File: src/design/ppu_macros.svh
`ifndef PPU_MACROS_SVH
`define PPU_MACROS_SVH

// ========================================
// Screen geometry
// ========================================

// Pixels per line (160 on the real LCD)
`define PPU_SCREEN_W       16

// Visible lines (144 on the real LCD)
`define PPU_VISIBLE_LINES  8

// Lines per frame including vblank (154 on the real LCD)
`define PPU_TOTAL_LINES    10

// ========================================
// Line timing
// ========================================

// Cycles per line (456 on the real LCD)
`define PPU_LINE_CYCLES    64

// Length of mode 2 in cycles (80 on the real LCD)
`define PPU_OAM_CYCLES     8

// ========================================
// Memory layout
// ========================================

`define PPU_VRAM_BYTES     1024
`define PPU_MAP_STRIDE     32
`define PPU_MAP_ROWS       8
`define PPU_FIFO_DEPTH     16

`endif

File: src/design/ppu_types_pkg.sv
package ppu_types_pkg;

  // ========================================
  // Video timing
  // ========================================

  // Line modes, encoded as reported in STAT bits 1:0
  typedef enum logic [1:0] {
    hblank   = 2'd0,
    vblank   = 2'd1,
    oam_scan = 2'd2,
    transfer = 2'd3
  } ppu_mode_t;

  // ========================================
  // Background fetcher
  // ========================================

  // Map byte, low plane, high plane, then 8 pushes into the pixel FIFO
  typedef enum logic [2:0] {
    idle,
    read_map,
    read_lo,
    read_hi,
    push
  } fetch_state_t;

  // Palette output, 0 is the lightest shade
  typedef logic [1:0] shade_t;

endpackage

File: src/design/ppu_map_pkg.sv
package ppu_map_pkg;

  // ========================================
  // CPU side address map
  // ========================================

  // Target of an APB address
  typedef enum logic [1:0] {
    vram,
    regs,
    none
  } ppu_region_t;

  // LCD control registers
  typedef enum logic [15:0] {
    reg_lcdc = 16'hff40,
    reg_stat = 16'hff41,
    reg_scy  = 16'hff42,
    reg_ly   = 16'hff44,
    reg_lyc  = 16'hff45,
    reg_bgp  = 16'hff47
  } ppu_reg_t;

  // VRAM window and its two background areas
  localparam logic [15:0] VRAM_BASE = 16'h8000;

  // 16 tiles of 16 bytes, two bytes per tile row
  localparam logic [15:0] TILE_BASE = 16'h8000;

  // One tile number per byte, 32 bytes per map row
  localparam logic [15:0] MAP_BASE  = 16'h8200;

endpackage

File: src/design/ppu_bg_fetcher.sv
`timescale 1ns/1ps

`include "ppu_macros.svh"

module ppu_bg_fetcher
  import ppu_types_pkg::*, ppu_map_pkg::*;
(
  input  logic        clk,
  input  logic        reset,
  input  ppu_mode_t   mode,
  input  logic [7:0]  ly,
  input  logic [7:0]  scy,
  input  logic [7:0]  vram_rd_data,
  input  logic        fifo_full,
  output logic [15:0] vram_rd_addr,
  output logic        push,
  output logic [1:0]  push_index
);

  localparam int TILES = `PPU_SCREEN_W / 8;
  localparam int TW    = $clog2(TILES + 1);
  localparam int ROW_W = $clog2(`PPU_MAP_ROWS);
  localparam logic [TW-1:0] LAST_COL = TW'(TILES - 1);
  localparam logic [TW-1:0] DONE_COL = TW'(TILES);

  fetch_state_t   state;
  logic [TW-1:0]  tile_col;
  logic [2:0]     bit_cnt;
  logic [7:0]     line_y;
  logic [ROW_W-1:0] map_row;
  logic [2:0]     fine_row;
  logic [3:0]     tile_num;
  logic [7:0]     lo_bits;
  logic [7:0]     hi_bits;

  // Background line after vertical scroll, wraps around the map
  assign line_y   = ly + scy;
  assign map_row  = line_y[ROW_W+2:3];
  assign fine_row = line_y[2:0];

  // ========================================
  // VRAM addressing
  // ========================================

  always_comb begin
    case (state)
      read_lo: vram_rd_addr = TILE_BASE + 16'({tile_num, fine_row, 1'b0});
      read_hi: vram_rd_addr = TILE_BASE + 16'({tile_num, fine_row, 1'b1});
      default: vram_rd_addr = MAP_BASE + 16'(map_row * `PPU_MAP_STRIDE) + 16'(tile_col);
    endcase
  end

  // Leftmost pixel sits in bit 7 of both planes
  assign push       = (state == ppu_types_pkg::push) && !fifo_full && (mode == transfer);
  assign push_index = {hi_bits[7], lo_bits[7]};

  // ========================================
  // Fetch FSM
  // ========================================

  always_ff @(posedge clk or posedge reset) begin
    if (reset) begin
      state    <= idle;
      tile_col <= '0;
      bit_cnt  <= 3'd0;
    end else if (mode != transfer) begin
      state    <= idle;
      tile_col <= '0;
      bit_cnt  <= 3'd0;
    end else begin
      case (state)
        idle: begin
          if (tile_col != DONE_COL) begin
            state <= read_map;
          end
        end
        read_map: state <= read_lo;
        read_lo:  state <= read_hi;
        read_hi:  state <= ppu_types_pkg::push;
        ppu_types_pkg::push: begin
          if (push) begin
            bit_cnt <= bit_cnt + 3'd1;
            if (bit_cnt == 3'd7) begin
              tile_col <= tile_col + 1'b1;
              state    <= (tile_col == LAST_COL) ? idle : read_map;
            end
          end
        end
        default: state <= idle;
      endcase
    end
  end

  // Tile number and plane shifters
  always_ff @(posedge clk) begin
    case (state)
      read_map: tile_num <= vram_rd_data[3:0];
      read_lo:  lo_bits  <= vram_rd_data;
      read_hi:  hi_bits  <= vram_rd_data;
      ppu_types_pkg::push: begin
        if (push) begin
          lo_bits <= lo_bits << 1;
          hi_bits <= hi_bits << 1;
        end
      end
      default: ;
    endcase
  end

endmodule

File: config.mk
export PLATFORM = sky130hd
export DESIGN_NAME = ppu_bg_fetcher
export DESIGN_NICKNAME = d
export VERILOG_FILES = /design/src/design/ppu_types_pkg.sv /design/src/design/ppu_map_pkg.sv /design/src/design/ppu_bg_fetcher.sv
export VERILOG_INCLUDE_DIRS = /design/src /design/src/design
export SDC_FILE = /design/constraint.sdc
export NUM_CORES = 1
export LEC_CHECK = 0
export BUFFER_PORTS_ARGS = -buffer_cell sky130_fd_sc_hd__buf_2
export CAP_MARGIN = 20
export CORE_UTILIZATION = 54
export DETAILED_ROUTE_END_ITERATION = 10
export GPL_ROUTABILITY_DRIVEN = 1
export GPL_TIMING_DRIVEN = 0
export PLACE_DENSITY = 0.87
export SKIP_LAST_GASP = 1
export SYNTH_ARGS = -nofsm -noshare
export SYNTH_HDL_FRONTEND = slang
export SYNTH_SLANG_ARGS = --single-unit
File: constraint.sdc
create_clock -name clk -period 5.1 [get_ports clk]
set_clock_uncertainty 0.2 [all_clocks]
set_input_delay 0.255 -clock clk [delete_from_list [all_inputs] [get_ports clk]]
set_output_delay 0.255 -clock clk [all_outputs]
set_load 0.1 [all_outputs]
Word level (Yosys, flattened, before mapping)
Index checks and enable logic that the tools add are counted.
{"block": "totals", "output_inout_bits": 19, "elab_cells": 58, "ff_bits": 28}
{"block": "classes", "n_addsub": 7, "muxes": 18, "reduce_logical": 14, "n_eq_ne": 13}
{"operator": "$add A16 B8 Y16 const A", "count": 3}
{"operator": "$pmux W16 S2", "count": 1}
{"operator": "$pmux W8 S2", "count": 2}
{"operator": "$mux W3", "count": 7}
{"operator": "$add A16 B2 Y16", "count": 1}
{"operator": "$mux W8", "count": 2}
{"operator": "$pmux W3 S5", "count": 1}
{"operator": "$reduce_bool A2 Y1", "count": 5}
{"operator": "$mux W2", "count": 4}
{"operator": "$add A6 B6 Y6", "count": 1}
{"operator": "$eq A3 B2 Y1 const B", "count": 2}
{"operator": "$eq A3 B3 Y1 const B", "count": 2}
{"operator": "$ne A2 B2 Y1 const B", "count": 3}
{"operator": "$reduce_and A2 Y1", "count": 3}
{"operator": "$reduce_and A3 Y1", "count": 2}
{"operator": "$add A3 B1 Y3 const B", "count": 1}
{"operator": "$eq A3 B1 Y1 const B", "count": 1}
{"operator": "$logic_not A3 Y1", "count": 1}
{"operator": "$ne A3 B1 Y1 const B", "count": 1}
{"operator": "$ne A3 B2 Y1 const B", "count": 1}
{"operator": "$ne A3 B3 Y1 const B", "count": 1}
{"operator": "$add A2 B1 Y2 const B", "count": 1}
{"operator": "$eq A2 B1 Y1 const B", "count": 1}
{"operator": "$eq A2 B2 Y1 const B", "count": 1}
{"operator": "3 further kinds", "count": 4}

Longest topological paths before layout
{"block": "logic_depth", "word_depth": 6, "depth_mapped": 7, "mapped_depth_nobuf": 7}

Worst setup path before layout
Ideal clock, no wire load.
{"block": "synth_timing", "kind": "flip-flop to output port", "start": "register state[1]", "end": "output port vram_rd_addr[6]", "slack_ns": 1.276, "t_arrival_ns": 3.369, "path_stages_with_launch": 5, "cell_sequence": "dfrtp_1 > nor2b_1 > inv_1 > nor2_1 > nor3_1"}
{"block": "synth_between", "elab_chain_cells": 2, "word_cells_on_any_way": 3, "cone_classes": "eq/ne: 2; mux: 1"}
{"element": "start: declaration", "line": "ppu_bg_fetcher.sv:26", "rtl": "fetch_state_t state;"}
{"element": "start signal: assignment", "line": "ppu_bg_fetcher.sv:63", "rtl": "state <= idle;"}
{"element": "start signal: assignment", "line": "ppu_bg_fetcher.sv:67", "rtl": "state <= idle;"}
{"element": "start signal: assignment", "line": "ppu_bg_fetcher.sv:74", "rtl": "state <= read_map;"}
{"element": "$eq A3 B2 Y1", "line": "ppu_bg_fetcher.sv:46", "rtl": "case (state)"}
{"element": "$pmux W16 S2 (*)", "line": "ppu_bg_fetcher.sv:46"}
{"element": "end: declaration", "line": "ppu_bg_fetcher.sv:15", "rtl": "output logic [15:0] vram_rd_addr,"}
Every way passes the cells marked *; elsewhere a longest branch is shown, timed or not.

Worst setup path after layout
{"block": "layout_timing", "start": "register state[1]", "end": "output port push"}
{"block": "layout_between", "elab_chain_cells": 3}
{"element": "$eq A3 B3 Y1", "line": "ppu_bg_fetcher.sv:54", "rtl": "assign push = (state == ppu_types_pkg::push) && !fifo_full && (mode == transfer);"}
{"element": "$logic_and A1 B1 Y1 (2 in series)", "line": "ppu_bg_fetcher.sv:54"}
{"element": "end: declaration", "line": "ppu_bg_fetcher.sv:16", "rtl": "output logic push,"}
Every way passes these cells.

==> key figures <==
Run status
  – Status: finished clean

Global routing
  – GR peak layer: met2
  – Initial antenna violation count: 0
  – Vias in the first global route: ~1100
  – Met2 global-route usage: around 37%
  – Grt total ovfl: 0
  – Largest net degree at the start of global routing: 17
  – First-pass GRT wire length: 5100 µm
  – Grt met1 use: 28.2%
  – GRT Util Overall: 21.4%
  – M3 GR Usage: 1.86%

Layout
  – Share of post-route cells with drive strength above 1: 27.6%
  – Final Util: 70.3%
  – Ant diodes: 0
  – Area grow syn2layout: 23.5%
  – Final nets: 250
  – Multi-input combinational cell area: 652 µm²
  – Storage element area: between 800 and 900 µm²
  – Fill count: 214
  – Fin area: 1920 µm²

STA
  – Tmin final: 2.53 ns
  – Final WS setup: 2.57 ns
  – FMAX: 395 MHz
  – Final period util: 49.7%
  – Final Hold Viols: 0
  – Slew @ Worst Pin: just under 0.7 ns
  – RSZ-0062 raised after global routing: no
  – Setup TNS: 0 ns
  – Slew Viols, Final: 0
  – Slew margin rel.: 53.2%
  – Final setup violation count: 0

Worst setup path
  – Critical path class: flip-flop to primary output
  – Worst-path maximum fanout: 6
  – Critical Path RT: 4.64 ns
  – CP Capture Type: primary output
  – Worst setup SP type: flip-flop
  – Crit path DAT: 2.08 ns

Clocking
  – CTS resizes: 0
  – Post-CTS setup buffer count: 0
  – Clock Path Buffers: 2
  – CTS tree: built
  – Clk pin slew, worst setup/hold paths: 0.15 ns
  – H-tree levels: 1
  – Total CTS buffers: 3
  – Total clock sinks: 28
  – Clock Tree Root: clkbuf_4
  – Clk Latency, worst-skew pair: 0.33 ns
  – CTS Hold Bufs: 6

Synth
  – Post-synth cell types: 30
  – Syn Area/Cell: 9.91 µm²
  – Dominant cell type by area after synthesis: edfxtp_1
  – Area share of the largest cell type after synthesis: 38.6%
  – Mapped Cells: 157
  – Seq cells post-synth: 28
  – Synth warn: 0
  – Synth area leaders: edfxtp_1 39%, dfrtp_1 13%, nand2_1 11%, ha_1 7.2%, buf_4 4.3%
  – Cell Area, Synth: roughly 1600 µm²
  – Sequential element share of the synthesized area: ~50%

Placement
  – Dpl cell area: about 1800 µm²
  – Port Buffers: 36
  – Pre-CTS setup slack: 2.66 ns
  – Hpwl dp: 2220 µm
  – Routability cong.: 0.847

Job
  – Max_cap viols: 0

Route
  – Vias: ~1200
  – Remaining DRCs: 0
  – Final WL: 2900 µm
  – Wire per inst: around 12 µm
  – Number of routed nets with antenna violations: 0
  – Initial DRC count: 33
  – Vias/cell: approximately 5
  – First drt pass iteration count: 4

Floorplanning
  – Core ar.: 2730 µm²
  – Ports: 48
  – Row cnt: 19
  – DIE HEIGHT: ~56 µm
  – Die W: 55.7 µm
  – Die area: 3100 µm²
  – Starting Density: 56.9%

Power and ir drop
  – Worst vdd ir: 0.271 mV
  – Final Power: 521 µW
  – PwrDens: 271 nW/µm²
  – Static leakage: 0.000909 µW

Hold path
  – Hold Crit Class: input pin to flip-flop
==> cell families (layout without fill, tap and decap cells) <==
logic type | count (synthesis) | count (layout) | synth area share (%)
compound gates | 17 | 17 | 6.59
other cells | 2 | 7 | 0.482
xor+xnor | 5 | 5 | 2.81
simple gates | 74 | 74 | 22.3
buf+inv | 21 | 69 | 7.88
flops | 28 | 28 | 51.4
fa+ha+maj | 10 | 10 | 8.52
==> final timing paths <==
path / cells past startpoint / start / slack (ns) / to
setup / recovery: 5 / state[1]$_DFFE_PP0P_ / 2.57 / push
hold / removal: 3 / vram_rd_data[4] / 0.004 / lo_bits[4]$_DFFE_PP_
setup reg to reg: 5 / state[1]$_DFFE_PP0P_ / 2.78 / lo_bits[7]$_DFFE_PP_
hold reg to reg: 2 / lo_bits[4]$_DFFE_PP_ / 0.34 / lo_bits[5]$_DFFE_PP_
max in group asynchronous: 3 / reset / 4.26 / bit_cnt[2]$_DFFE_PP0P_
min in group asynchronous: 3 / reset / 0.21 / bit_cnt[1]$_DFFE_PP0P_
==> layer usage <==
metal,share of wire (%),vias up
met3,7.3,4
met4,1.4,0
li1,-,615
met2,49,49
met5,0,-
met1,43,556
==> cells in the mapped netlist <==
| library cell | n |
|---|---|
| xor2_1 | 2 |
| nand3_1 | 4 |
| ha_1 | 9 |
| a221oi_1 | 1 |
| a21oi_1 | 5 |
| nor2_1 | 6 |
| o21ai_1 | 1 |
| or3b_4 | 1 |
| nor3b_2 | 1 |
| xnor2_1 | 3 |
| fa_1 | 1 |
| nor3_1 | 4 |
| nor2_4 | 2 |
| dfrtp_1 | 8 |
| inv_1 | 9 |
| a211o_1 | 1 |
| a211oi_2 | 1 |
| buf_6 | 1 |
| edfxtp_1 | 20 |
| o21ai_0 | 7 |
| buf_4 | 9 |
| a21o_1 | 1 |
| and2_1 | 4 |
| nor2b_1 | 3 |
| nand2b_1 | 1 |
| nand4_1 | 1 |
| nand2_1 | 46 |
| conb_1 | 2 |
| buf_2 | 2 |
| nor4b_1 | 1 |
==> flip-flops by register name, summed over array words and instances (netlist names) <==
| signal | flops |
|---|---|
| tile_col | 2 |
| tile_num | 4 |
| bit_cnt | 3 |
| state | 3 |
| hi_bits | 8 |
| lo_bits | 8 |
==> stage by stage <==
| step | hold slack (ns) | std cells |
|---|---|---|
| 6_report | 0.00384 | 241 |
| 5_1_grt | 0.00679 | 241 |
| 4_1_cts | 0.00908 | 240 |
| 3_5_place_dp | 0.0168 | 230 |
| 3_3_place_gp | 0.0142 | 229 |
| 2_1_floorplan | -0.129 | 162 |
==> power breakdown <==
| part | switching [µW] | total, µW | internal [µW] |
|---|---|---|---|
| logic | 94.0 | 126 | 31.7 |
| registers | 2.23 | 251 | 249 |
| clock network | 64.6 | 144 | 79.6 |
==> cell type report <==
type / instances / share of cell area (%)
Clock inverter: 1 / 1.56
Sequential cell: 28 / 41.7
Inverter: 9 / 1.76
Clock buffer: 3 / 1.17
Tap cell: 31 / 2.02
Timing Repair Buffer: 44 / 13.3
Buffer: 12 / 4.62
Multi-Input combinational cell: 113 / 33.9
==> layout by cell type, fill, tap and decap left out, types with 2 or more instances in the layout <==
master         instances
nor2_1                 6
nand2_1               46
edfxtp_1              20
dlygate4sd3_1          7
inv_1                  9
nor2b_1                3
clkbuf_4               3
dfrtp_1                8
nand3_1                4
nor3_1                 4
nor2_4                 2
o21ai_0                7
buf_2                 39
xor2_1                 2
conb_1                 7
xnor2_1                3
and2_1                 4
a21oi_1                5
ha_1                   9
buf_4                  9
==> critical path, stage by stage, from the launching register on <==
cell	delay [ns]
dfrtp_1	0.49
or3b_4	0.47
nor2_4	0.14
nand3_1	0.16
inv_1	0.08
buf_2	0.42
Power figures use the tool's default switching activity.
