<file path="src/design/ppu_macros.svh">
`ifndef PPU_MACROS_SVH
`define PPU_MACROS_SVH

// ========================================
// Screen geometry
// ========================================

// Pixels per line (160 on the real LCD)
`define PPU_SCREEN_W       16

// Visible lines (144 on the real LCD)
`define PPU_VISIBLE_LINES  8

// Lines per frame including vblank (154 on the real LCD)
`define PPU_TOTAL_LINES    10

// ========================================
// Line timing
// ========================================

// Cycles per line (456 on the real LCD)
`define PPU_LINE_CYCLES    64

// Length of mode 2 in cycles (80 on the real LCD)
`define PPU_OAM_CYCLES     8

// ========================================
// Memory layout
// ========================================

`define PPU_VRAM_BYTES     1024
`define PPU_MAP_STRIDE     32
`define PPU_MAP_ROWS       8
`define PPU_FIFO_DEPTH     16

`endif

</file>
<file path="src/design/ppu_types_pkg.sv">
package ppu_types_pkg;

  // ========================================
  // Video timing
  // ========================================

  // Line modes, encoded as reported in STAT bits 1:0
  typedef enum logic [1:0] {
    hblank   = 2'd0,
    vblank   = 2'd1,
    oam_scan = 2'd2,
    transfer = 2'd3
  } ppu_mode_t;

  // ========================================
  // Background fetcher
  // ========================================

  // Map byte, low plane, high plane, then 8 pushes into the pixel FIFO
  typedef enum logic [2:0] {
    idle,
    read_map,
    read_lo,
    read_hi,
    push
  } fetch_state_t;

  // Palette output, 0 is the lightest shade
  typedef logic [1:0] shade_t;

endpackage

</file>
<file path="src/design/ppu_pixel_out.sv">
`timescale 1ns/1ps

`include "ppu_macros.svh"

module ppu_pixel_out
  import ppu_types_pkg::*;
(
  input  logic       clk,
  input  logic       reset,
  input  ppu_mode_t  mode,
  input  logic [7:0] ly,
  input  logic       bg_on,
  input  logic [7:0] bgp,
  input  logic       push,
  input  logic [1:0] push_index,
  output logic       fifo_full,
  output logic       line_done,
  output logic       pix_valid,
  output logic [7:0] pix_x,
  output logic [7:0] pix_y,
  output shade_t     pix_shade
);

  localparam int DEPTH = `PPU_FIFO_DEPTH;
  localparam int PW    = $clog2(DEPTH);
  localparam int CNTW  = PW + 1;
  localparam logic [7:0] LINE_W = 8'(`PPU_SCREEN_W);

  logic [1:0]      fifo_mem [DEPTH];
  logic [PW-1:0]   wr_ptr;
  logic [PW-1:0]   rd_ptr;
  logic [CNTW-1:0] count;
  logic [7:0]      x_cnt;
  logic            active;
  logic            wr;
  logic            pop;
  logic [1:0]      head;

  assign active    = (mode == transfer);
  assign fifo_full = (count == CNTW'(DEPTH));
  assign wr        = push && !fifo_full && active;
  // One pop per cycle until the line is complete
  assign pop       = active && (count != '0) && (x_cnt != LINE_W);
  assign head      = fifo_mem[rd_ptr];

  always_ff @(posedge clk) begin
    if (wr) begin
      fifo_mem[wr_ptr] <= push_index;
    end
  end

  // ========================================
  // FIFO control and line position
  // ========================================

  always_ff @(posedge clk or posedge reset) begin
    if (reset) begin
      wr_ptr    <= '0;
      rd_ptr    <= '0;
      count     <= '0;
      x_cnt     <= 8'd0;
      pix_valid <= 1'b0;
      line_done <= 1'b0;
    end else if (!active) begin
      // Flush between lines and while the LCD is off
      wr_ptr    <= '0;
      rd_ptr    <= '0;
      count     <= '0;
      x_cnt     <= 8'd0;
      pix_valid <= 1'b0;
      line_done <= 1'b0;
    end else begin
      if (wr) begin
        wr_ptr <= wr_ptr + 1'b1;
      end
      if (pop) begin
        rd_ptr <= rd_ptr + 1'b1;
        x_cnt  <= x_cnt + 8'd1;
      end
      count     <= count + CNTW'(wr) - CNTW'(pop);
      pix_valid <= pop;
      line_done <= pop && (x_cnt == LINE_W - 8'd1);
    end
  end

  // Palette lookup, background disabled gives the lightest shade
  always_ff @(posedge clk) begin
    if (pop) begin
      pix_x     <= x_cnt;
      pix_y     <= ly;
      pix_shade <= bg_on ? shade_t'(bgp[head*2 +: 2]) : shade_t'(2'b00);
    end
  end

endmodule

</file>
<file path="config.mk">
export PLATFORM = sky130hd
export DESIGN_NAME = ppu_pixel_out
export DESIGN_NICKNAME = d
export VERILOG_FILES = /design/src/design/ppu_types_pkg.sv /design/src/design/ppu_pixel_out.sv
export VERILOG_INCLUDE_DIRS = /design/src /design/src/design
export SDC_FILE = /design/constraint.sdc
export NUM_CORES = 1
export LEC_CHECK = 0
export ABC_CLOCK_PERIOD_IN_PS = 3500
export BUFFER_PORTS_ARGS = -buffer_cell sky130_fd_sc_hd__buf_2
export CORE_MARGIN = 8
export CORE_UTILIZATION = 30
export DETAILED_ROUTE_END_ITERATION = 7
export SLEW_MARGIN = 10
export SYNTH_ARGS = -nofsm -noshare
export SYNTH_HDL_FRONTEND = slang
export SYNTH_SLANG_ARGS = --single-unit
export TNS_END_PERCENT = 30
</file>
<file path="constraint.sdc">
create_clock -name clk -period 3.5 [get_ports clk]
set_clock_uncertainty 0.1 [all_clocks]
set_input_delay 0 -clock clk [delete_from_list [all_inputs] [get_ports clk]]
set_output_delay 0 -clock clk [all_outputs]
set_load 0.02 [all_outputs]
</file>
Yosys cells after proc, flatten, opt, wreduce, memory -nomap -nowiden

Memory sizes are Yosys's and may differ from the RTL's.
Cells that the tools add are included.

Bits in registers: 41
RAM bits: 32
Input port bits: 24
Output and inout bits: 21
Memories: 1

Memories:

| memory   | words | width | rd ports | clocked after Yosys merged registers in | wr ports | RTL line            | text |
|---|---|---|---|---|---|---|---|
| fifo_mem | 16    | 2     | 1        | 0                                       | 1        | ppu_pixel_out.sv:29 | `logic [1:0] fifo_mem [DEPTH];` |

Add/subtract/negate cells: 5
Equal/unequal tests: 6
Shift-type cells: 1
Multiplexer cells: 11
Reduce and logical (&&, ||, !) cells: 7

Operators by type and width:

| cell                  | count |
|---|---|
| $mux W4               | 4 |
| $mux W8               | 2 |
| $add A4 B1 Y4 const B | 2 |
| $add A8 B1 Y8 const B | 1 |
| $eq A8 B4 Y1 const B  | 1 |
| $ne A8 B5 Y1 const B  | 1 |
| $shiftx A8 B4 Y2      | 1 |
| $add A5 B1 Y5         | 1 |
| $eq A5 B5 Y1 const B  | 1 |
| $logic_and A1 B1 Y1   | 5 |
| $mux W5               | 1 |
| $reduce_bool A5 Y1    | 1 |
| $sub A5 B1 Y5         | 1 |
| $mux W1               | 4 |
| $ne A2 B1 Y1 const B  | 2 |
| $eq A2 B2 Y1 const B  | 1 |
| $logic_not A1 Y1      | 1 |

Logic depth before layout (Yosys ltp)

Gate-level depths: netlist (run 1).

Depth after elaboration: 7
Depth in mapped cells: 16
Depth with buffers taken out: 16

Worst setup path after synthesis (run 1)

Ideal clock, no wire load.

Path kind: register -> register
Start: reg count[3]
End: reg count[4]
Library setup time: 78 ps
Arrival: 3,053 ps
Path slack: 269 ps
Stages on the path, launching flop included: 17
Buffers on the path: 1
Cells stage by stage: dfrtp_1 inv_1 ha_1 nor4bb_1 nor2b_1 clkbuf_1 and2_1 nand2_1 nand2_1 ha_1 inv_1 fa_1 inv_1 a21oi_1 nor2_1 or3_1 a21oi_1

Longest elaborated chain between the ends: 7
Elaborated cells between the ends (all ways): 10
Classes of those cells: add/sub (2); eq/ne (1); mux (1); reduce/logical (6)

Ends and longest elaborated chain:

| what                              | RTL line            | text |
|---|---|---|
| from (decl)                       | ppu_pixel_out.sv:32 | `logic [CNTW-1:0] count;` |
| from (signal assigned)            | ppu_pixel_out.sv:80 | `count <= count + CNTW'(wr) - CNTW'(pop);` |
| $eq A5 B5 Y1                      | ppu_pixel_out.sv:40 | `assign fifo_full = (count == CNTW'(DEPTH));` |
| named net fifo_full               | ppu_pixel_out.sv:16 | `output logic fifo_full,` |
| $logic_not A1 Y1                  | ppu_pixel_out.sv:41 | `assign wr = push && !fifo_full && active;` |
| $logic_and A1 B1 Y1 (2 in series) | ppu_pixel_out.sv:41 |  |
| $add A5 B1 Y5                     | ppu_pixel_out.sv:80 |  |
| $sub A5 B1 Y5                     | ppu_pixel_out.sv:80 |  |
| $mux W5                           | ppu_pixel_out.sv:64 | `end else if (!active) begin` |

The timed path passes the listed nets, and every way through them passes these cells.
A chain may end at the register's enable or synchronous reset.

Worst setup path after layout (run 1)

Start: reg rd_ptr[1]
End: reg pix_shade[1] (data pin)

Longest elaborated chain between the ends: 2

Ends and longest elaborated chain:

| what                   | RTL line            | text |
|---|---|---|
| from (decl)            | ppu_pixel_out.sv:31 | `logic [PW-1:0] rd_ptr;` |
| from (signal assigned) | ppu_pixel_out.sv:77 | `rd_ptr <= rd_ptr + 1'b1;` |
| $mem_v2 Z16 W2         | --                  |  |
| $shiftx A8 B4 Y2       | ppu_pixel_out.sv:91 | `pix_shade <= bg_on ? shade_t'(bgp[head*2 +: 2]) : shade_t'(2'b00);` |
| to (signal assigned)   | ppu_pixel_out.sv:91 |  |
| to (decl)              | ppu_pixel_out.sv:21 | `output shade_t pix_shade` |

Every way passes these cells.

==> results of run 1 <==
-- worst max-delay path by stage --
stage                     slack (ns)      start      endpoint
after floorplan                 0.27   count[3]      count[4]
after CTS                       0.17  rd_ptr[1]  pix_shade[1]
after detailed placement        0.44   x_cnt[5]      count[4]
after global placement          0.52   x_cnt[5]      count[4]
final                           0.18  rd_ptr[1]  pix_shade[1]
after global routing            0.06  rd_ptr[1]  pix_shade[1]
-- logic make-up (layout without fill, tap and decap cells) --
group | count (synthesis) | after routing | synth area share (%)
AO/OA/AOI/OAI | 27 | 27 | 5.76
XOR/XNOR | 9 | 9 | 2.45
adder cells (fa/ha/maj) | 13 | 13 | 5.30
buffers and inverters | 25 | 97 | 3.27
flip-flops | 73 | 73 | 64.6
multiplexers | 15 | 15 | 7.71
AND/OR/NAND/NOR | 73 | 73 | 10.9
-- flip-flops by register name (all words and copies together), names as in the netlist --
register   cells
x_cnt          8
rd_ptr         4
count          5
pix_valid      1
line_done      1
pix_y          8
pix_x          8
pix_shade      2
wr_ptr         4
fifo_mem      32
-- repair_timing --
item,4_1_cts,5_1_grt
hold buffers,17,0
hold endpoints to repair,66,0
gates resized for setup,0,0
-- power breakdown --
group / switching, mW / internal [mW]
Sequential: 0.00717 / 0.933
Combinational: 0.0531 / 0.0477
Clock: 0.290 / 0.421
Total: 0.350 / 1.40
-- synth_stat cells (6+ instances only) --
cell type	n
nand3_1	7
nor2_1	26
edfxtp_1	50
dfrtp_1	23
mux2i_1	6
clkbuf_1	7
inv_1	14
xor2_1	7
nand2_1	15
ha_1	12
-- metal layers --
layer | routed length, um | GRT usage (%) | vias up
li1 | - | - | 993
met1 | 2930 | 11.7 | 949
met2 | 2810 | 14.5 | 59
met3 | 341 | 2.86 | 4
met4 | 66 | 3.75 | 0
met5 | 0 | 0 | -
-- worst max-delay path, cell delays in order (launching register included) --
cell and delay (ns):
dfrtp_1 0.66, mux4_2 0.58, mux4_2 0.55, mux2_1 0.33, dlygate4sd3_1 0.56, o311a_1 0.28
-- metrics by stage --
stage               setup WS [ns]  util (%)
global placement            0.516      34.6
detailed placement          0.443      34.6
CTS                         0.169      38.3
finish                      0.181      38.3
floorplan                   0.269         -
global route               0.0645      38.3
-- cell type report --
| type | instances | area [sq um] |
|---|---|---|
| fillers | 1010 | 6400 |
| flip-flops and latches | 73 | 2080 |
| multi-input cells | 137 | 1030 |
| repair buffers | 65 | 420 |
| well taps | 136 | 170 |
| clock buffers | 13 | 149 |
| clock inverters | 3 | 65.1 |
| inverters | 16 | 60.1 |
==> flow_metrics.env, run 1 <==
export IMPL_arrival_ns=3.31
export IMPL_wl_per_cell_um=13.9
export IMPL_min_from="bgp[3]"
export IMPL_synth_edf_count=50
export IMPL_globalplace_congestion=0.812
export IMPL_tightest_slew_ns=0.897
export IMPL_total_power_mw=1.75
export IMPL_rows=37
export IMPL_via_count=2005
export IMPL_layout_common_cells="edfxtp_1 (50), buf_2 (44), nor2_1 (26)"
export IMPL_n_antenna_cell=0
export IMPL_cp_required_ns=3.49
export IMPL_yosysUniqueCellTypes=41
export IMPL_post_cts_buffers=0
export IMPL_min_to="pix_shade[1]"
export IMPL_drive_gt1_share_pct=22.1
export IMPL_yosysSeqAreaShare_pct=64.6
export IMPL_regToRegSetupSlack_ns=0.18
export IMPL_dieWidth_um=119
export IMPL_ys_warn_count=0
export IMPL_grt_pass1_wl_um=10600
export IMPL_criticalPathCategory="flop to flop"
export IMPL_synthCells=235
export IMPL_clockBufferDepth=2
export IMPL_finalNonFillerCells=443
export IMPL_worstSetupStartpointType="flop"
export IMPL_dp_hpwl_um=4260
export IMPL_setup_viol=0
export IMPL_insertion_delay_ns=0.33
export IMPL_async_reset_ff_share_pct=31.5
export IMPL_worst_setup_path_end_kind="flop"
export IMPL_numPortBuffers=44
export IMPL_finalMaxSlewViolations=0
export IMPL_synth_top_area_share_pct=46.7
export IMPL_yosys_most_used_dff="edfxtp_1"
export IMPL_dpl_instance_area_sq_um=3590
export IMPL_status="completed"
export IMPL_grt_ovfl_total=0
export IMPL_hold_depth=4
export IMPL_min_path_type="input pin to flop"
export IMPL_min_period_ns=3.32
export IMPL_drtIter0Drc=101
export IMPL_cts_tree="done"
export IMPL_postRouteAntennaNets=0
export IMPL_crit_fanout=11
export IMPL_boundaryPins=45
export IMPL_pwr_density_cell_nw_per_um2=441
export IMPL_rr_worst_depth=5
export IMPL_avgSynthCellArea_sq_um=13.7
export IMPL_synthTopCellsByArea="edfxtp_1 (47%), dfrtp_1 (18%), ha_1 (4.7%), mux4_2 (3.5%), nor2_1 (3.0%)"
export IMPL_htree_levels=3
export IMPL_synth_nets=272
export IMPL_syn2layout_area_growth_pct=23.6
export IMPL_die_area_sq_um=14300
export IMPL_whs_ns=0.0356
export IMPL_design_area_sq_um=3970
export IMPL_die_height_um=119
export IMPL_grtUsageTotal_pct=9.25
export IMPL_place_inst=410
export IMPL_fmax_ghz=0.301
export IMPL_slew_headroom_pct=40.2
export IMPL_cts_buffers=9
export IMPL_core_region_area_sq_um=10400
export IMPL_power_leakage_nw=1.55
export IMPL_rr_startpoint="rd_ptr[1]"
export IMPL_peakVddDrop_mv=0.149
export IMPL_syn_area_sq_um=3210
export IMPL_timing_rr_end="pix_shade[1]"
export IMPL_finalSetupTns_ns=0
export IMPL_antenna_found_initial=0
export IMPL_clock_sinks=73
export IMPL_viasPerCell=4.53
export IMPL_path_clk_slew_ns=0.08
export IMPL_drtPass1Iterations=4
export IMPL_fin_crit_sh_pct=94.8
export IMPL_final_common_cell="edfxtp_1"
export IMPL_grt_pass1_vias=2160
export IMPL_rsz0062_at_grt="no"
export IMPL_start_util_pct=31.0
export IMPL_ys_ff_latch=73
export IMPL_nets=339
export IMPL_drv_cap=0
export IMPL_hold_viol=0
export IMPL_grt_max_degree=24
export IMPL_root_buffer="clkbuf_8"
export IMPL_drt_wl_total_um=6140
export IMPL_synth_top_area_cell="edfxtp_1"
export IMPL_drc_errors=0
Power figures use the tool's default switching activity.
==> run 2: changes to the inputs <==
--- a/config.mk
+++ b/config.mk
@@ -9,8 +9,9 @@
 export ABC_CLOCK_PERIOD_IN_PS = 3500
 export BUFFER_PORTS_ARGS = -buffer_cell sky130_fd_sc_hd__buf_2
 export CORE_MARGIN = 8
-export CORE_UTILIZATION = 30
+export CORE_UTILIZATION = 57
 export DETAILED_ROUTE_END_ITERATION = 7
+export PLACE_DENSITY = 0.79
 export SLEW_MARGIN = 10
 export SYNTH_ARGS = -nofsm -noshare
 export SYNTH_HDL_FRONTEND = slang
==> run 2 against run 1 <==
Effect of this change:
- register-to-register slack about the same
- non-clock buffer count unchanged
- via count increased by 0.45%
- core utilization increased by 32 points
- sequential share of layout area increased by 1.4 points
- global-route usage increased by 6.5 points
- clock power decreased by 14%
- fmax decreased by 0.28%
- worst hold slack got worse by 0.018 ns
- cell area decreased by 2.6%
- routed wire length decreased by 2.7%
- cell count decreased by 14%
- critical path type unchanged
- largest power group unchanged
==> flow_metrics.env, run 2 (synthesis results as in run 1) <==
export IMPL_globalplace_congestion=0.817
export IMPL_finalSetupTns_ns=0
export IMPL_whs_ns=0.0175
export IMPL_grt_ovfl_total=0
export IMPL_status="completed"
export IMPL_boundaryPins=45
export IMPL_nets=339
export IMPL_final_common_cell="edfxtp_1"
export IMPL_die_height_um=91.1
export IMPL_grtUsageTotal_pct=15.8
export IMPL_antenna_found_initial=0
export IMPL_cts_tree="done"
export IMPL_dieWidth_um=91.1
export IMPL_grt_max_degree=24
export IMPL_core_region_area_sq_um=5470
export IMPL_postCtsHoldBufs=17
export IMPL_fmax_ghz=0.300
export IMPL_rr_startpoint="rd_ptr[1]"
export IMPL_largest_reg_flops=32
export IMPL_setup_viol=0
export IMPL_min_path_type="input pin to flop"
export IMPL_crit_top_cell="mux4_2"
export IMPL_drt_wl_total_um=5980
export IMPL_wl_per_cell_um=15.8
export IMPL_arrival_ns=3.32
export IMPL_finalNonFillerCells=379
export IMPL_clockBufferDepth=2
export IMPL_rsz0062_at_grt="no"
export IMPL_timing_rr_end="pix_shade[1]"
export IMPL_cts_resized_gates=0
export IMPL_path_cells="mux4_2, mux4_2, mux2_1, dlygate4sd3_1, o311a_1"
export IMPL_peakVddDrop_mv=0.233
export IMPL_dp_hpwl_um=4220
export IMPL_hold_viol=0
export IMPL_via_count=2014
export IMPL_crit_fanout=11
export IMPL_drtPass1Iterations=4
export IMPL_fin_crit_sh_pct=95.1
export IMPL_cp_required_ns=3.49
export IMPL_place_inst=346
export IMPL_drc_errors=0
export IMPL_critPathLaunch="rd_ptr[1]"
export IMPL_pwr_density_cell_nw_per_um2=426
export IMPL_drive_gt1_share_pct=22.8
export IMPL_worstSetupStartpointType="flop"
export IMPL_worst_setup_path_end_kind="flop"
export IMPL_root_buffer="clkbuf_8"
export IMPL_start_util_pct=58.7
export IMPL_post_cts_buffers=0
export IMPL_insertion_delay_ns=0.34
export IMPL_syn2layout_area_growth_pct=20.4
export IMPL_drtIter0Drc=198
export IMPL_cp_endpoint="pix_shade[1]"
export IMPL_htree_levels=3
export IMPL_grt_pass1_wl_um=10500
export IMPL_cpMaxStageDelayCell="dfrtp_1"
export IMPL_power_leakage_nw=1.53
export IMPL_grt_pass1_vias=2144
export IMPL_tightest_slew_ns=0.867
export IMPL_drv_cap=0
export IMPL_n_antenna_cell=0
export IMPL_slew_headroom_pct=42.2
export IMPL_postRouteAntennaNets=0
export IMPL_die_area_sq_um=8300
export IMPL_criticalPathCategory="flop to flop"
export IMPL_path_clk_slew_ns=0.07
export IMPL_finalMaxSlewViolations=0
export IMPL_cpPeakStageDelay_ns=0.65
export IMPL_layout_common_cells="edfxtp_1 (50), buf_2 (44), nor2_1 (26)"
export IMPL_rows=27
export IMPL_fin_ws_ns=0.171
export IMPL_regMostFlops="fifo_mem"
export IMPL_pre_cts_slack_ns=0.379
export IMPL_numPortBuffers=44
export IMPL_cts_buffers=9
export IMPL_rr_worst_depth=5
export IMPL_viasPerCell=5.31
export IMPL_min_period_ns=3.33
export IMPL_clock_sinks=73
export IMPL_regToRegSetupSlack_ns=0.17
## run 2: how the worst min path moves through the flow
stage | from | end | slack [ns] | cells past startpoint
after floorplan | reset | count[0] | -0.1 | 1
after global placement | ly[3] | pix_y[3] | 0.08 | 1
after detailed placement | ly[5] | pix_y[5] | 0.08 | 1
after CTS | mode[0] | count[4] | 0.01 | 4
after global routing | mode[0] | count[4] | 0.03 | 4
final | bgp[1] | pix_shade[1] | 0.02 | 4
## run 2: critical path: cells and delay by family (launching register included)
kind                   cells  cell delay, ns
flip-flops                 1            0.65
buffers and inverters      1            0.58
AO/OA/AOI/OAI              1            0.29
multiplexers               3            1.47
## run 2: layout make-up
type / count / area (sq um)
Inverter: 16 / 60.1
Clock buffer: 12 / 166
Multi-Input combinational cell: 137 / 1030
Tap cell: 72 / 90.1
Sequential cell: 73 / 2080
Fill cell: 377 / 1600
Timing Repair Buffer: 65 / 420
Clock inverter: 4 / 25.0
## run 2: power breakdown
group          total (mW)  switching [mW]  leakage (nW)  internal, mW
Sequential          0.940         0.00707         0.771         0.933
Combinational      0.0999          0.0522         0.668        0.0477
Clock               0.609           0.292        0.0935         0.317
Total                1.65           0.351          1.53          1.30
## run 2: per-stage QoR
step / util [%] / total power [mW] / area (sq um)
CTS: 70.7 / 1.67 / 3870
finish: 70.7 / 1.65 / 3870
global placement: 64.1 / 1.04 / 3510
detailed placement: 64.1 / 1.04 / 3510
floorplan: - / 1.01 / 3210
global route: 70.7 / 1.72 / 3870
## run 2: layer usage
metal	GRT usage, %	vias to the layer above	wire, um
li1	-	992	-
met1	19.6	954	2720
met2	24.1	62	2780
met3	5.43	6	405
met4	7.91	0	67
met5	0	-	0
