[config.mk]
export PLATFORM = sky130hd
export DESIGN_NAME = ppu_mode_timer
export DESIGN_NICKNAME = d
export VERILOG_FILES = /design/src/design/ppu_types_pkg.sv /design/src/design/ppu_mode_timer.sv
export VERILOG_INCLUDE_DIRS = /design/src /design/src/design
export SDC_FILE = /design/constraint.sdc
export NUM_CORES = 1
export LEC_CHECK = 0
export BUFFER_PORTS_ARGS = -buffer_cell sky130_fd_sc_hd__buf_2
export CAP_MARGIN = 20
export CELL_PAD_IN_SITES_DETAIL_PLACEMENT = 1
export CELL_PAD_IN_SITES_GLOBAL_PLACEMENT = 2
export CORE_MARGIN = 3
export CORE_UTILIZATION = 33
export DETAILED_ROUTE_END_ITERATION = 10
export PLACE_DENSITY_LB_ADDON = 0.05
export SYNTH_ARGS = -nofsm -noshare
export SYNTH_HDL_FRONTEND = slang
export SYNTH_SLANG_ARGS = --single-unit
[constraint.sdc]
create_clock -name clk -period 2.5 [get_ports clk]
set_clock_uncertainty 0.1 [all_clocks]
set_input_delay 0.25 -clock clk [delete_from_list [all_inputs] [get_ports clk]]
set_output_delay 0.25 -clock clk [all_outputs]
set_load 0.03 [all_outputs]
[src/design/ppu_macros.svh]
`ifndef PPU_MACROS_SVH
`define PPU_MACROS_SVH

// ========================================
// Screen geometry
// ========================================

// Pixels per line (160 on the real LCD)
`define PPU_SCREEN_W       16

// Visible lines (144 on the real LCD)
`define PPU_VISIBLE_LINES  8

// Lines per frame including vblank (154 on the real LCD)
`define PPU_TOTAL_LINES    10

// ========================================
// Line timing
// ========================================

// Cycles per line (456 on the real LCD)
`define PPU_LINE_CYCLES    64

// Length of mode 2 in cycles (80 on the real LCD)
`define PPU_OAM_CYCLES     8

// ========================================
// Memory layout
// ========================================

`define PPU_VRAM_BYTES     1024
`define PPU_MAP_STRIDE     32
`define PPU_MAP_ROWS       8
`define PPU_FIFO_DEPTH     16

`endif

[src/design/ppu_types_pkg.sv]
package ppu_types_pkg;

  // ========================================
  // Video timing
  // ========================================

  // Line modes, encoded as reported in STAT bits 1:0
  typedef enum logic [1:0] {
    hblank   = 2'd0,
    vblank   = 2'd1,
    oam_scan = 2'd2,
    transfer = 2'd3
  } ppu_mode_t;

  // ========================================
  // Background fetcher
  // ========================================

  // Map byte, low plane, high plane, then 8 pushes into the pixel FIFO
  typedef enum logic [2:0] {
    idle,
    read_map,
    read_lo,
    read_hi,
    push
  } fetch_state_t;

  // Palette output, 0 is the lightest shade
  typedef logic [1:0] shade_t;

endpackage

[src/design/ppu_mode_timer.sv]
`timescale 1ns/1ps

`include "ppu_macros.svh"

module ppu_mode_timer
  import ppu_types_pkg::*;
(
  input  logic       clk,
  input  logic       reset,
  input  logic       lcd_on,
  input  logic       line_done,
  output ppu_mode_t  mode,
  output logic [7:0] ly,
  output logic       vblank_irq
);

  localparam int CW = $clog2(`PPU_LINE_CYCLES);
  localparam logic [CW-1:0] LAST_CYCLE   = CW'(`PPU_LINE_CYCLES - 1);
  localparam logic [CW-1:0] OAM_LAST     = CW'(`PPU_OAM_CYCLES - 1);
  localparam logic [7:0]    LAST_VISIBLE = 8'(`PPU_VISIBLE_LINES - 1);
  localparam logic [7:0]    LAST_LINE    = 8'(`PPU_TOTAL_LINES - 1);

  // Cycle position within the current line
  logic [CW-1:0] line_cycle;
  logic          line_end;

  assign line_end = (line_cycle == LAST_CYCLE);

  always_ff @(posedge clk or posedge reset) begin
    if (reset) begin
      mode       <= oam_scan;
      ly         <= 8'd0;
      line_cycle <= '0;
      vblank_irq <= 1'b0;
    end else if (!lcd_on) begin
      // LCD off parks the sequencer at the top of the frame
      mode       <= oam_scan;
      ly         <= 8'd0;
      line_cycle <= '0;
      vblank_irq <= 1'b0;
    end else begin
      vblank_irq <= 1'b0;
      line_cycle <= line_end ? '0 : line_cycle + 1'b1;

      case (mode)
        oam_scan: begin
          if (line_cycle == OAM_LAST) begin
            mode <= transfer;
          end
        end

        // Length set by the pixel pipeline
        transfer: begin
          if (line_done) begin
            mode <= hblank;
          end
        end

        hblank: begin
          if (line_end) begin
            ly <= ly + 8'd1;
            if (ly == LAST_VISIBLE) begin
              mode       <= vblank;
              vblank_irq <= 1'b1;
            end else begin
              mode <= oam_scan;
            end
          end
        end

        vblank: begin
          if (line_end) begin
            if (ly == LAST_LINE) begin
              ly   <= 8'd0;
              mode <= oam_scan;
            end else begin
              ly <= ly + 8'd1;
            end
          end
        end

        default: mode <= oam_scan;
      endcase
    end
  end

endmodule

# Word-level counts from Yosys, hierarchy flattened
# Cells that the tools add are included.
[totals]
reg_bits = 17
in_bits = 4
out_inout_bits = 11
elab_cells = 41
[classes]
n_addsub = 2
n_eq_ne = 13
n_mux = 19
reduce_logical = 3
[op_table]
columns = ["op", "n"]
rows = [
  ["$mux W8", 4],
  ["$pmux W8 S2", 1],
  ["$ne A3 B3 Y1 const B", 5],
  ["$mux W2", 7],
  ["$mux W6", 2],
  ["$add A8 B1 Y8 const B", 1],
  ["$eq A8 B3 Y1 const B", 1],
  ["$eq A8 B4 Y1 const B", 1],
  ["$pmux W2 S4", 1],
  ["$add A6 B1 Y6 const B", 1],
  ["$eq A6 B3 Y1 const B", 1],
  ["$eq A6 B6 Y1 const B", 1],
  ["$reduce_and A5 Y1", 1],
  ["$eq A2 B2 Y1 const B", 2],
  ["$mux W1", 4],
  ["$ne A3 B1 Y1 const B", 1],
  ["$reduce_and A3 Y1", 1],
  ["$eq A2 B1 Y1 const B", 1],
  ["$logic_not A2 Y1", 1],
]

# Longest topological paths before layout
# Gate-level depths: netlist of the first run.
[depth]
depth_word = 5
ltp_mapped = 7
ltp_nobuf = 6

# Least setup slack after synthesis of the first run
# Ideal clock, no wire load.
[synth_timing]
kind = "reg-to-reg"
startpoint = "reg ly[7]"
endpoint = "reg mode[1]"
setup_time_ns = 0.090
arrival_time_ns = 1.804
required_ns = 2.310
slack_ns = 0.506
stages_incl_launch_ff = 5
n_path_buf = 0
synth_period_minus_slack_ns = 1.994
path_cell_list = "dfrtp_1 > or4_4 > or4_4 > a21boi_1 > o211ai_1"
[synth_via]
elab_chain_cells = 5
word_cells_on_any_way = 8
classes_between = "eq/ne: 3; mux: 4; reduce/logical: 1"
[synth_rtl]
columns = ["element", "line", "source"]
rows = [
  ["start, declared", "ppu_mode_timer.sv:13", "output logic [7:0] ly,"],
  ["start signal, assigned", "ppu_mode_timer.sv:61", "ly <= ly + 8'd1;"],
  ["start signal, assigned", "ppu_mode_timer.sv:77", "ly <= ly + 8'd1;"],
  ["$eq A8 B3 Y1", "ppu_mode_timer.sv:62", "if (ly == LAST_VISIBLE) begin"],
  ["$mux W2", "ppu_mode_timer.sv:62", ""],
  ["$mux W2", "ppu_mode_timer.sv:60", "if (line_end) begin"],
  ["$pmux W2 S4", "ppu_mode_timer.sv:45", "case (mode)"],
  ["$mux W2", "ppu_mode_timer.sv:35", "end else if (!lcd_on) begin"],
  ["end signal, assigned", "ppu_mode_timer.sv:37", "mode <= oam_scan;"],
  ["end signal, assigned", "ppu_mode_timer.sv:48", "mode <= transfer;"],
  ["end signal, assigned", "ppu_mode_timer.sv:63", "mode <= vblank;"],
  ["end, declared", "ppu_mode_timer.sv:12", "output ppu_mode_t mode,"],
]
# Several ways; a longest one is shown, not always the timed one. The select of a mux whose other input is x is not followed.
# A chain may end at the register's enable or synchronous reset.

# Worst setup path in the final report of the first run
[layout_timing]
startpoint = "reg ly[7]"
endpoint = "reg ly[2]"
[layout_via]
elab_chain_cells = 5
[layout_rtl]
columns = ["element", "line", "source"]
rows = [
  ["$eq A8 B4 Y1", "ppu_mode_timer.sv:73", "if (ly == LAST_LINE) begin"],
  ["$mux W8", "ppu_mode_timer.sv:73", ""],
  ["$mux W8", "ppu_mode_timer.sv:72", "if (line_end) begin"],
  ["$pmux W8 S2", "ppu_mode_timer.sv:45", ""],
  ["$mux W8", "ppu_mode_timer.sv:35", ""],
]
# No other way between the ends. The select of a mux whose other input is x is not followed.

==> results of run 1 <==
-- logic make-up (layout without fill, tap and decap cells) --
| family | after synthesis | count (layout) | synth area share (%) |
|---|---|---|---|
| simple gates | 42 | 42 | 26.1 |
| compound gates | 24 | 24 | 16.4 |
| xor+xnor | 4 | 4 | 3.80 |
| buf+inv | 8 | 25 | 3.39 |
| flops | 17 | 17 | 46.3 |
| fa+ha+maj | 3 | 3 | 4.07 |
-- sequential cells by signal, indices dropped and copies added, names as in the netlist --
name / count
mode: 2
vblank_irq: 1
ly: 8
line_cycle: 6
-- power by group --
group          internal, uW  switching (uW)  leakage (uW)
combinational          9.23            17.0      0.000244
sequential              279            3.00      0.000232
clock                  59.7            96.8     0.0000177
total                   348             117      0.000493
-- path summary, 6_finish.rpt --
check | from | end | depth (start not counted)
min reg2reg | line_cycle[0]$_DFF_PP0_ | line_cycle[0]$_DFF_PP0_ | 1
max in group asynchronous | reset | vblank_irq$_DFF_PP0_ | 3
max reg2reg | ly[7]$_DFFE_PP0P_ | ly[2]$_DFFE_PP0P_ | 4
max | ly[7]$_DFFE_PP0P_ | ly[2]$_DFFE_PP0P_ | 4
min in group asynchronous | reset | ly[0]$_DFFE_PP0P_ | 3
min | lcd_on | mode[1]$_DFFE_PP1P_ | 2
-- critical path, cell delays in order, from the launching register on --
cell     delay (ps)
dfrtp_1         430
or4_4           550
nor4b_1         450
a31o_2          300
a21oi_1          60
-- synth_stat cells (2+ instances only) --
master / count
a21oi_1: 6
and3_1: 2
or3_1: 6
and2_1: 2
or4_4: 2
xnor2_1: 2
clkbuf_1: 2
inv_1: 5
o21ai_0: 9
xor2_1: 2
dfrtp_1: 16
nor4_1: 2
nor2_1: 6
nand2_1: 10
nand3_1: 4
ha_1: 3
nand4_1: 2
-- area by class of cell --
type	instances	area (sq um)
multi-input combinational	73	464
fill	304	1510
sequential	17	427
tap	30	37.5
timing repair buffer	16	87.6
inverter	5	18.8
clock buffer	3	22.5
clock inverter	1	5.00
-- metrics by stage --
stage               instances  total power, uW  worst slack, ps
finish                    145              465              494
global route              145              484              360
CTS                       145              470              468
detailed placement        140              313              495
global placement          140              313              563
floorplan                  98              303              506
-- metal layers --
layer	up-vias	track usage [%]	share of wire [%]
met4	0	2.91	0.49
met5	-	0	0
met1	391	20.1	48
met3	2	4.39	4.5
met2	13	24.3	47
li1	388	-	-
==> flow_summary_export.csv, run 1 <==
group,metric,value,unit
status,status,"finished clean",
power_and_ir_drop,p_per_area,437,nW/um^2
floorplanning,num_io_pins,15,
route,ant_nets,0,
route,vias,794,
floorplanning,core_area,2570,sq um
layout,final_core_util,41.4,%
synthesis,yosys.area.top_type,"dfrtp_1",
sta,setup_viol,0,
cts,cts_tree,"done",
placed_design,place_area,1020,sq um
sta,rsz0062_at_grt,"no",
worst_setup_path,path_max_fanout,5,
floorplanning,die_w,58.9,microns
global_route,grt_pass1_vias,838,
worst_setup_path,criticalPathCategory,"register to register",
worst_setup_path,crit_required,2590,ps
synthesis,postSynthAreaPerCell,9.41,sq um
route,route.detailed.drc,0,
synthesis,yosysWarningCount,0,
sta,hold_violations,0,
synthesis,synth-edff-count,0,
floorplanning,fp-row-count,18,
layout,fin_area,1060,sq um
route,finalWirelength,2250,microns
floorplanning,die_area,3460,sq um
synthesis,syn-cell-area,922,sq um
synthesis,async_flop_share,100,%
layout,diodes,0,
placed_design,hpwl,1650,microns
layout,syn_to_final_growth,15.2,%
synthesis,synth_area_leaders,"dfrtp_1 43%, o21ai_0 4.9%, ha_1 4.1%, nand2_1 4.1%, or3_1 4.1%",
sta,max_freq,0.499,GHz
layout,fin_nets,123,
power_and_ir_drop,vdd_drop_max,0.318,mV
layout,layout_common_cells,"16 x dfrtp_1, 14 x buf_2, 10 x nand2_1, 9 x o21ai_0",
floorplanning,initial_core_util,35.9,%
worst_setup_path,arrival,2090,ps
min_path,hold_class,"input pin to register",
worst_setup_path,setup.worst_path.end_class,"register",
synthesis,ys_seq_elements,17,
cts,postCtsSetupBuffers,0,
global_route,grt_pass1_wl,3970,microns
flow_run,max_cap_viol_count,0,
power_and_ir_drop,p_leak,0.000493,uW
cts,clock_latency,300,ps
sta,finalCritPeriodShare,80.2,%
sta,slew_headroom,54.3,%
route,dr.pass1.iters,4,
worst_setup_path,ff2ff_setup_slack,490,ps
global_route,antenna_found_initial,0,
sta,final.setup.tns,0,ps
global_route,grt_overflow,0,
synthesis,ys.flop_type,"dfrtp_1",
cts,h-tree-depth,1,
global_route,track_usage,15.0,%
sta,period_needed,2010,ps
floorplanning,die_h,58.9,microns
cts,cts_sinks,17,
placed_design,port_buffers,14,
cts,clockBufferDepth,2,
route,drt_iter0_drc,15,
placed_design,gp_congestion,0.707,
layout,final_common_cell,"dfrtp_1",
synthesis,yosysTopAreaCellShare,43.4,%
global_route,grt_max_degree,18,
layout,drive_gt1_share,24.3,%
route,wl_per_cell,15.5,microns
cts,clockRootBuffer,"clkbuf_4",
synthesis,synth_cell_types,34,
cts,cts_buffers,3,
synthesis,netlist_instances,98,
sta,slew_violations,0,
sta,whs,103,ps
cts,cts-resized-gates,0,
synthesis,syn_nets,105,
worst_setup_path,cp-start-kind,"register",
cts,cts.clk_slew.worst_paths,110,ps
cts,cts.hold.buffers_added,1,
route,via_per_inst,5.48,
sta,tightest_slew,685,ps
synthesis,ys_seq_area_share,46.3,%
Note: power is estimated with default switching activity, not from simulation.
==> run 2, diff against run 1 <==
- clock period: 2.5 -> 2.1 ns (I/O delays scaled with it)
==> run 2 against run 1 <==
  * Count of clock-buffer cells in the layout is the same
  * Sequential power rose by 19%
  * Sequential share of layout area decreased by 1.1 points
  * Largest cell class unchanged
  * Largest power group unchanged
==> flow_summary_export.csv, run 2 (synthesized netlist as in run 1, its figures left out) <==
group,metric,value,unit
status,status,"finished clean",
global_route,grt_max_degree,18,
cts,cts_tree,"done",
floorplanning,initial_core_util,35.9,%
power_and_ir_drop,total_power,548,uW
global_route,antenna_found_initial,0,
floorplanning,num_io_pins,15,
layout,final_core_util,42.5,%
flow_run,max_cap_viol_count,0,
layout,largest_register,"ly",
power_and_ir_drop,p_per_area,503,nW/um^2
layout,diodes,0,
placed_design,gp_congestion,0.707,
sta,max_freq,0.502,GHz
worst_setup_path,path_max_fanout,5,
worst_setup_path,criticalPathCategory,"register to register",
power_and_ir_drop,vdd_drop_max,0.281,mV
power_and_ir_drop,p_leak,0.000504,uW
global_route,grt_overflow,0,
cts,cts_buffers,3,
route,wl_per_cell,15.4,microns
sta,period_needed,1990,ps
layout,largest_registers,"ly (8), line_cycle (6), mode (2)",
route,vias,817,
cts,postCtsSetupBuffers,0,
placed_design,place_area,1040,sq um
placed_design,hpwl,1680,microns
cts,cts_sinks,17,
layout,layout_common_cells,"16 x dfrtp_1, 14 x buf_2, 10 x nand2_1, 9 x o21ai_0",
sta,hold_violations,0,
floorplanning,die_w,58.9,microns
sta,rsz0062_at_grt,"no",
route,route.detailed.drc,0,
route,ant_nets,0,
global_route,grt_use_met1,21.3,%
sta,setup_viol,0,
sta,setup_slack,108,ps
cts,clockBufferDepth,2,
worst_setup_path,cp-start-kind,"register",
cts,clockRootBuffer,"clkbuf_4",
worst_setup_path,cpMaxStageDelayCell,"or4_4",
placed_design,dpl_worst_slack,117,ps
sta,finalCritPeriodShare,94.8,%
global_route,track_usage,15.3,%
worst_setup_path,path_common_cell,"or4_4",
global_route,busiest_layer,"met2",
floorplanning,die_h,58.9,microns
global_route,grtUsageMet3,3.07,%
worst_setup_path,max_stage_delay,560,ps
layout,drive_gt1_share,27.4,%
worst_setup_path,arrival,2110,ps
route,via_per_inst,5.56,
floorplanning,fp-row-count,18,
layout,syn_to_final_growth,18.3,%
min_path,hold_class,"input pin to register",
placed_design,port_buffers,14,
floorplanning,die_area,3460,sq um
route,drt_iter0_drc,35,
global_route,grt_pass1_vias,865,
sta,slew_headroom,55.5,%
layout,final_common_cell,"dfrtp_1",
global_route,grt_pass1_wl,4080,microns
worst_setup_path,crit_required,2210,ps
worst_setup_path,crit_chain,"or4_4 -> or4_4 -> a21boi_1 -> o211ai_1",
layout,largest_reg_flops,8,
cts,cts.clk_slew.worst_paths,110,ps
global_route,met2_usage,24.3,%
sta,final.setup.tns,0,ps
layout,fin_area,1090,sq um
cts,clock_latency,290,ps
route,dr.pass1.iters,4,
sta,tightest_slew,667,ps
floorplanning,core_area,2570,sq um
layout,fin_nets,125,
route,finalWirelength,2260,microns
worst_setup_path,setup.worst_path.end_class,"register",
sta,slew_violations,0,
cts,h-tree-depth,1,
==> run 2: cell count changes in the layout (fill, tap and decap cells not counted) <==
| cell | delta |
|---|---|
| a2111oi_1 | +1 |
| nor4_1 | -1 |
| nor4_2 | +1 |
| a2111oi_0 | -1 |
| nor4b_2 | +1 |
| buf_4 | +2 |
| nor4b_1 | -1 |
==> run 2: repair_timing <==
item / in CTS / in global routing
hold buffers: 1 / 0
endpoints found under the hold margin: 16 / 0
resized for setup: 0 / 3
setup endpoints to repair: 0 / 9
==> run 2: final timing paths <==
path                                          from                       to  slack, ps  cells after the start
min reg2reg                line_cycle[0]$_DFF_PP0_  line_cycle[0]$_DFF_PP0_        370                      1
min                                         lcd_on      mode[1]$_DFFE_PP1P_         70                      2
max                              ly[7]$_DFFE_PP0P_      mode[1]$_DFFE_PP1P_        110                      4
max in group asynchronous                    reset     vblank_irq$_DFF_PP0_       1020                      3
min in group asynchronous                    reset        ly[0]$_DFFE_PP0P_        440                      3
max reg2reg                      ly[7]$_DFFE_PP0P_      mode[1]$_DFFE_PP1P_        110                      4
==> run 2: power breakdown <==
part | total (uW) | internal, uW | switching (uW)
sequential | 336 | 332 | 3.65
combinational | 31.8 | 11.1 | 20.7
clock | 181 | 70.8 | 110
total | 548 | 414 | 134
==> run 2: routing by layer <==
layer	part of all wire, %	routed length, microns	up-vias
met2	47	1060	17
met1	48	1080	400
met5	0	0	-
met4	1.0	23	0
li1	-	-	396
met3	4.0	90	4
==> run 2: critical path, delay by kind of cell, from the launching register on <==
kind | cells | cell delay (ps)
compound gates | 2 | 280
simple gates | 2 | 1090
flops | 1 | 430
==> run 2: cell type report <==
type                       count  area (sq um)
fill                         307          1480
multi-input combinational     73           478
sequential                    17           427
timing repair buffer          18           103
tap                           30          37.5
clock buffer                   3          22.5
inverter                       5          18.8
clock inverter                 1          5.00
==> run 2: stage by stage <==
step,hold slack [ps],cells
after floorplan,35.3,98
after CTS,51.7,147
final,69.8,147
after global placement,230,142
after global routing,85.8,147
after detailed placement,242,142
==> run 3, diff against run 2 <==
- RECOVER_POWER: default -> 25
==> run 3 against run 2 <==
  * Fmax unchanged
  * Wire length unchanged
  * Critical path depth stayed put
  * Clock power about the same
  * Cell area shrank 0.11%
  * Register-to-register slack about the same
  * Global-route usage unchanged
  * Critical path type unchanged
  * Critical endpoint unchanged
  * Largest cell class unchanged
  * Largest power group unchanged
==> flow_summary_export.csv, run 3 (synthesized netlist as in run 1, its figures left out) <==
group,metric,value,unit
power_and_ir_drop,switching_share,24.5,%
power_and_ir_drop,p_leak,0.000500,uW
worst_setup_path,cp-start-kind,"register",
worst_setup_path,crit_chain,"or4_4 -> or4_4 -> a21boi_1 -> o211ai_1",
cts,clockBufferDepth,2,
placed_design,dpl_worst_slack,117,ps
sta,setup_viol,0,
sta,slew_headroom,55.5,%
power_and_ir_drop,p_seq_share,61.2,%
layout,diodes,0,
worst_setup_path,setup.worst_path.end_class,"register",
route,ant_nets,0,
worst_setup_path,path_buf_inv,0,
global_route,grt_overflow,0,
sta,setup_slack,108,ps
global_route,grt_max_degree,18,
floorplanning,core_area,2570,sq um
cts,cts_tree,"done",
sta,slew_violations,0,
worst_setup_path,arrival,2110,ps
worst_setup_path,ff2ff_setup_slack,110,ps
cts,h-tree-depth,1,
min_path,min_delay_worst_endpoint,"mode[1]$_DFFE_PP1P_",
cts,clock_latency,290,ps
cts,cts.clk_slew.worst_paths,110,ps
route,via_per_inst,5.56,
power_and_ir_drop,vdd_drop_max,0.281,mV
min_path,hold_class,"input pin to register",
layout,n_fill_cell,307,
global_route,grt_pass1_vias,865,
layout,largest_register,"ly",
placed_design,port_buffers,14,
layout,syn_to_final_growth,18.2,%
worst_setup_path,crit_family,"simple AND/OR/NAND/NOR gates",
worst_setup_path,cpMaxStageDelayCell,"or4_4",
route,finalWirelength,2260,microns
sta,max_freq,0.502,GHz
power_and_ir_drop,switching_power,134,uW
global_route,track_usage,15.3,%
floorplanning,die_area,3460,sq um
cts,clockRootBuffer,"clkbuf_4",
layout,final_common_cell,"dfrtp_1",
power_and_ir_drop,clockPowerShare,33.0,%
global_route,antenna_found_initial,0,
placed_design,gp_congestion,0.707,
worst_setup_path,cp.depth,4,
floorplanning,fp-row-count,18,
floorplanning,initial_core_util,35.9,%
flow_run,max_cap_viol_count,0,
floorplanning,num_io_pins,15,
power_and_ir_drop,internal_power,414,uW
sta,final.setup.tns,0,ps
sta,period_needed,1990,ps
sta,tightest_slew,667,ps
worst_setup_path,worst-r2r-cell-count,4,
worst_setup_path,path_common_cell,"or4_4",
worst_setup_path,criticalPathCategory,"register to register",
layout,layout_common_cells,"16 x dfrtp_1, 13 x buf_2, 10 x nand2_1, 9 x o21ai_0",
layout,fin_nets,125,
cts,cts_sinks,17,
worst_setup_path,worstReg2RegEnd,"mode[1]$_DFFE_PP1P_",
layout,largest_registers,"ly (8), line_cycle (6), mode (2)",
power_and_ir_drop,total_power,548,uW
cts,postCtsSetupBuffers,0,
cts,cts_buffers,3,
route,vias,817,
route,drt_iter0_drc,35,
route,route.detailed.drc,0,
placed_design,hpwl,1680,microns
sta,hold_violations,0,
floorplanning,die_w,58.9,microns
min_path,holdCritStartpoint,"lcd_on",
route,wl_per_cell,15.4,microns
layout,largest_reg_flops,8,
worst_setup_path,path_max_fanout,5,
worst_setup_path,crit_required,2210,ps
min_path,hold_depth,2,
worst_setup_path,max_stage_delay,560,ps
layout,drive_gt1_share,26.5,%
status,status,"finished clean",
sta,finalCritPeriodShare,94.8,%
power_and_ir_drop,combPwrFrac,5.8,%
route,dr.pass1.iters,4,
worst_setup_path,r2r_start,"ly[7]$_DFFE_PP0P_",
sta,rsz0062_at_grt,"no",
floorplanning,die_h,58.9,microns
power_and_ir_drop,p_per_area,503,nW/um^2
global_route,grt_pass1_wl,4080,microns
## run 3: layout make-up
| cell class | instances | area [sq um] | area share [%] |
|---|---|---|---|
| clock inverters | 1 | 5.00 | 0.459 |
| inverters | 5 | 18.8 | 1.72 |
| repair buffers | 18 | 101 | 9.30 |
| flip-flops and latches | 17 | 427 | 39.2 |
| multi-input cells | 73 | 478 | 43.9 |
| clock buffers | 3 | 22.5 | 2.07 |
| well taps | 30 | 37.5 | 3.44 |
## run 3: power by group through the flow
stage / sequential (uW) / clock [uW] / combinational, uW
finish: 336 / 181 / 31.8
detailed placement: 342 / 0 / 31.4
global route: 337 / 205 / 37.4
floorplan: 342 / 0 / 18.9
CTS: 336 / 194 / 32.9
global placement: 342 / 0 / 30.3
## run 3: timing repair
| action | 4_1_cts | 5_1_grt |
|---|---|---|
| setup endpoints to repair | 0 | 9 |
| hold endpoints to repair | 16 | 0 |
| resized for setup | 0 | 3 |
| hold buffers | 1 | 0 |
## run 3: per-stage QoR
| step | hold slack (ps) | cell area, sq um | std cells | util (%) |
|---|---|---|---|---|
| after floorplan | 35.3 | 922 | 98 | - |
| after detailed placement | 242 | 1040 | 142 | 40.5 |
| after global routing | 85.8 | 1090 | 147 | 42.4 |
| after global placement | 230 | 1040 | 142 | 40.5 |
| final | 69.8 | 1090 | 147 | 42.4 |
| after CTS | 51.7 | 1080 | 147 | 42.0 |
## run 3: worst max path at each step
stage	from	end	slack, ps
3_3_place_gp	ly[7]$_DFFE_PP0P_	ly[2]$_DFFE_PP0P_	160
2_1_floorplan	ly[7]$_DFFE_PP0P_	mode[1]$_DFFE_PP1P_	110
4_1_cts	ly[7]$_DFFE_PP0P_	vblank_irq$_DFF_PP0_	80
5_1_grt	line_cycle[0]$_DFF_PP0_	ly[1]$_DFFE_PP0P_	30
3_5_place_dp	ly[7]$_DFFE_PP0P_	ly[2]$_DFFE_PP0P_	120
6_report	ly[7]$_DFFE_PP0P_	mode[1]$_DFFE_PP1P_	110
## run 3: per-layer routing
| layer | vias to the layer above | routed length [microns] | GRT usage, % | share of wire, % |
|---|---|---|---|---|
| li1 | 396 | - | - | - |
| met3 | 4 | 91 | 3.07 | 4.0 |
| met5 | - | 0 | 0 | 0 |
| met4 | 0 | 23 | 3.88 | 1.0 |
| met2 | 17 | 1060 | 24.3 | 47 |
| met1 | 400 | 1080 | 21.3 | 48 |
## run 3: worst reg2reg max path, cell delays in order (launching register included)
cell,delay [ps]
dfrtp_1,430
or4_4,560
or4_4,530
a21boi_1,180
o211ai_1,100
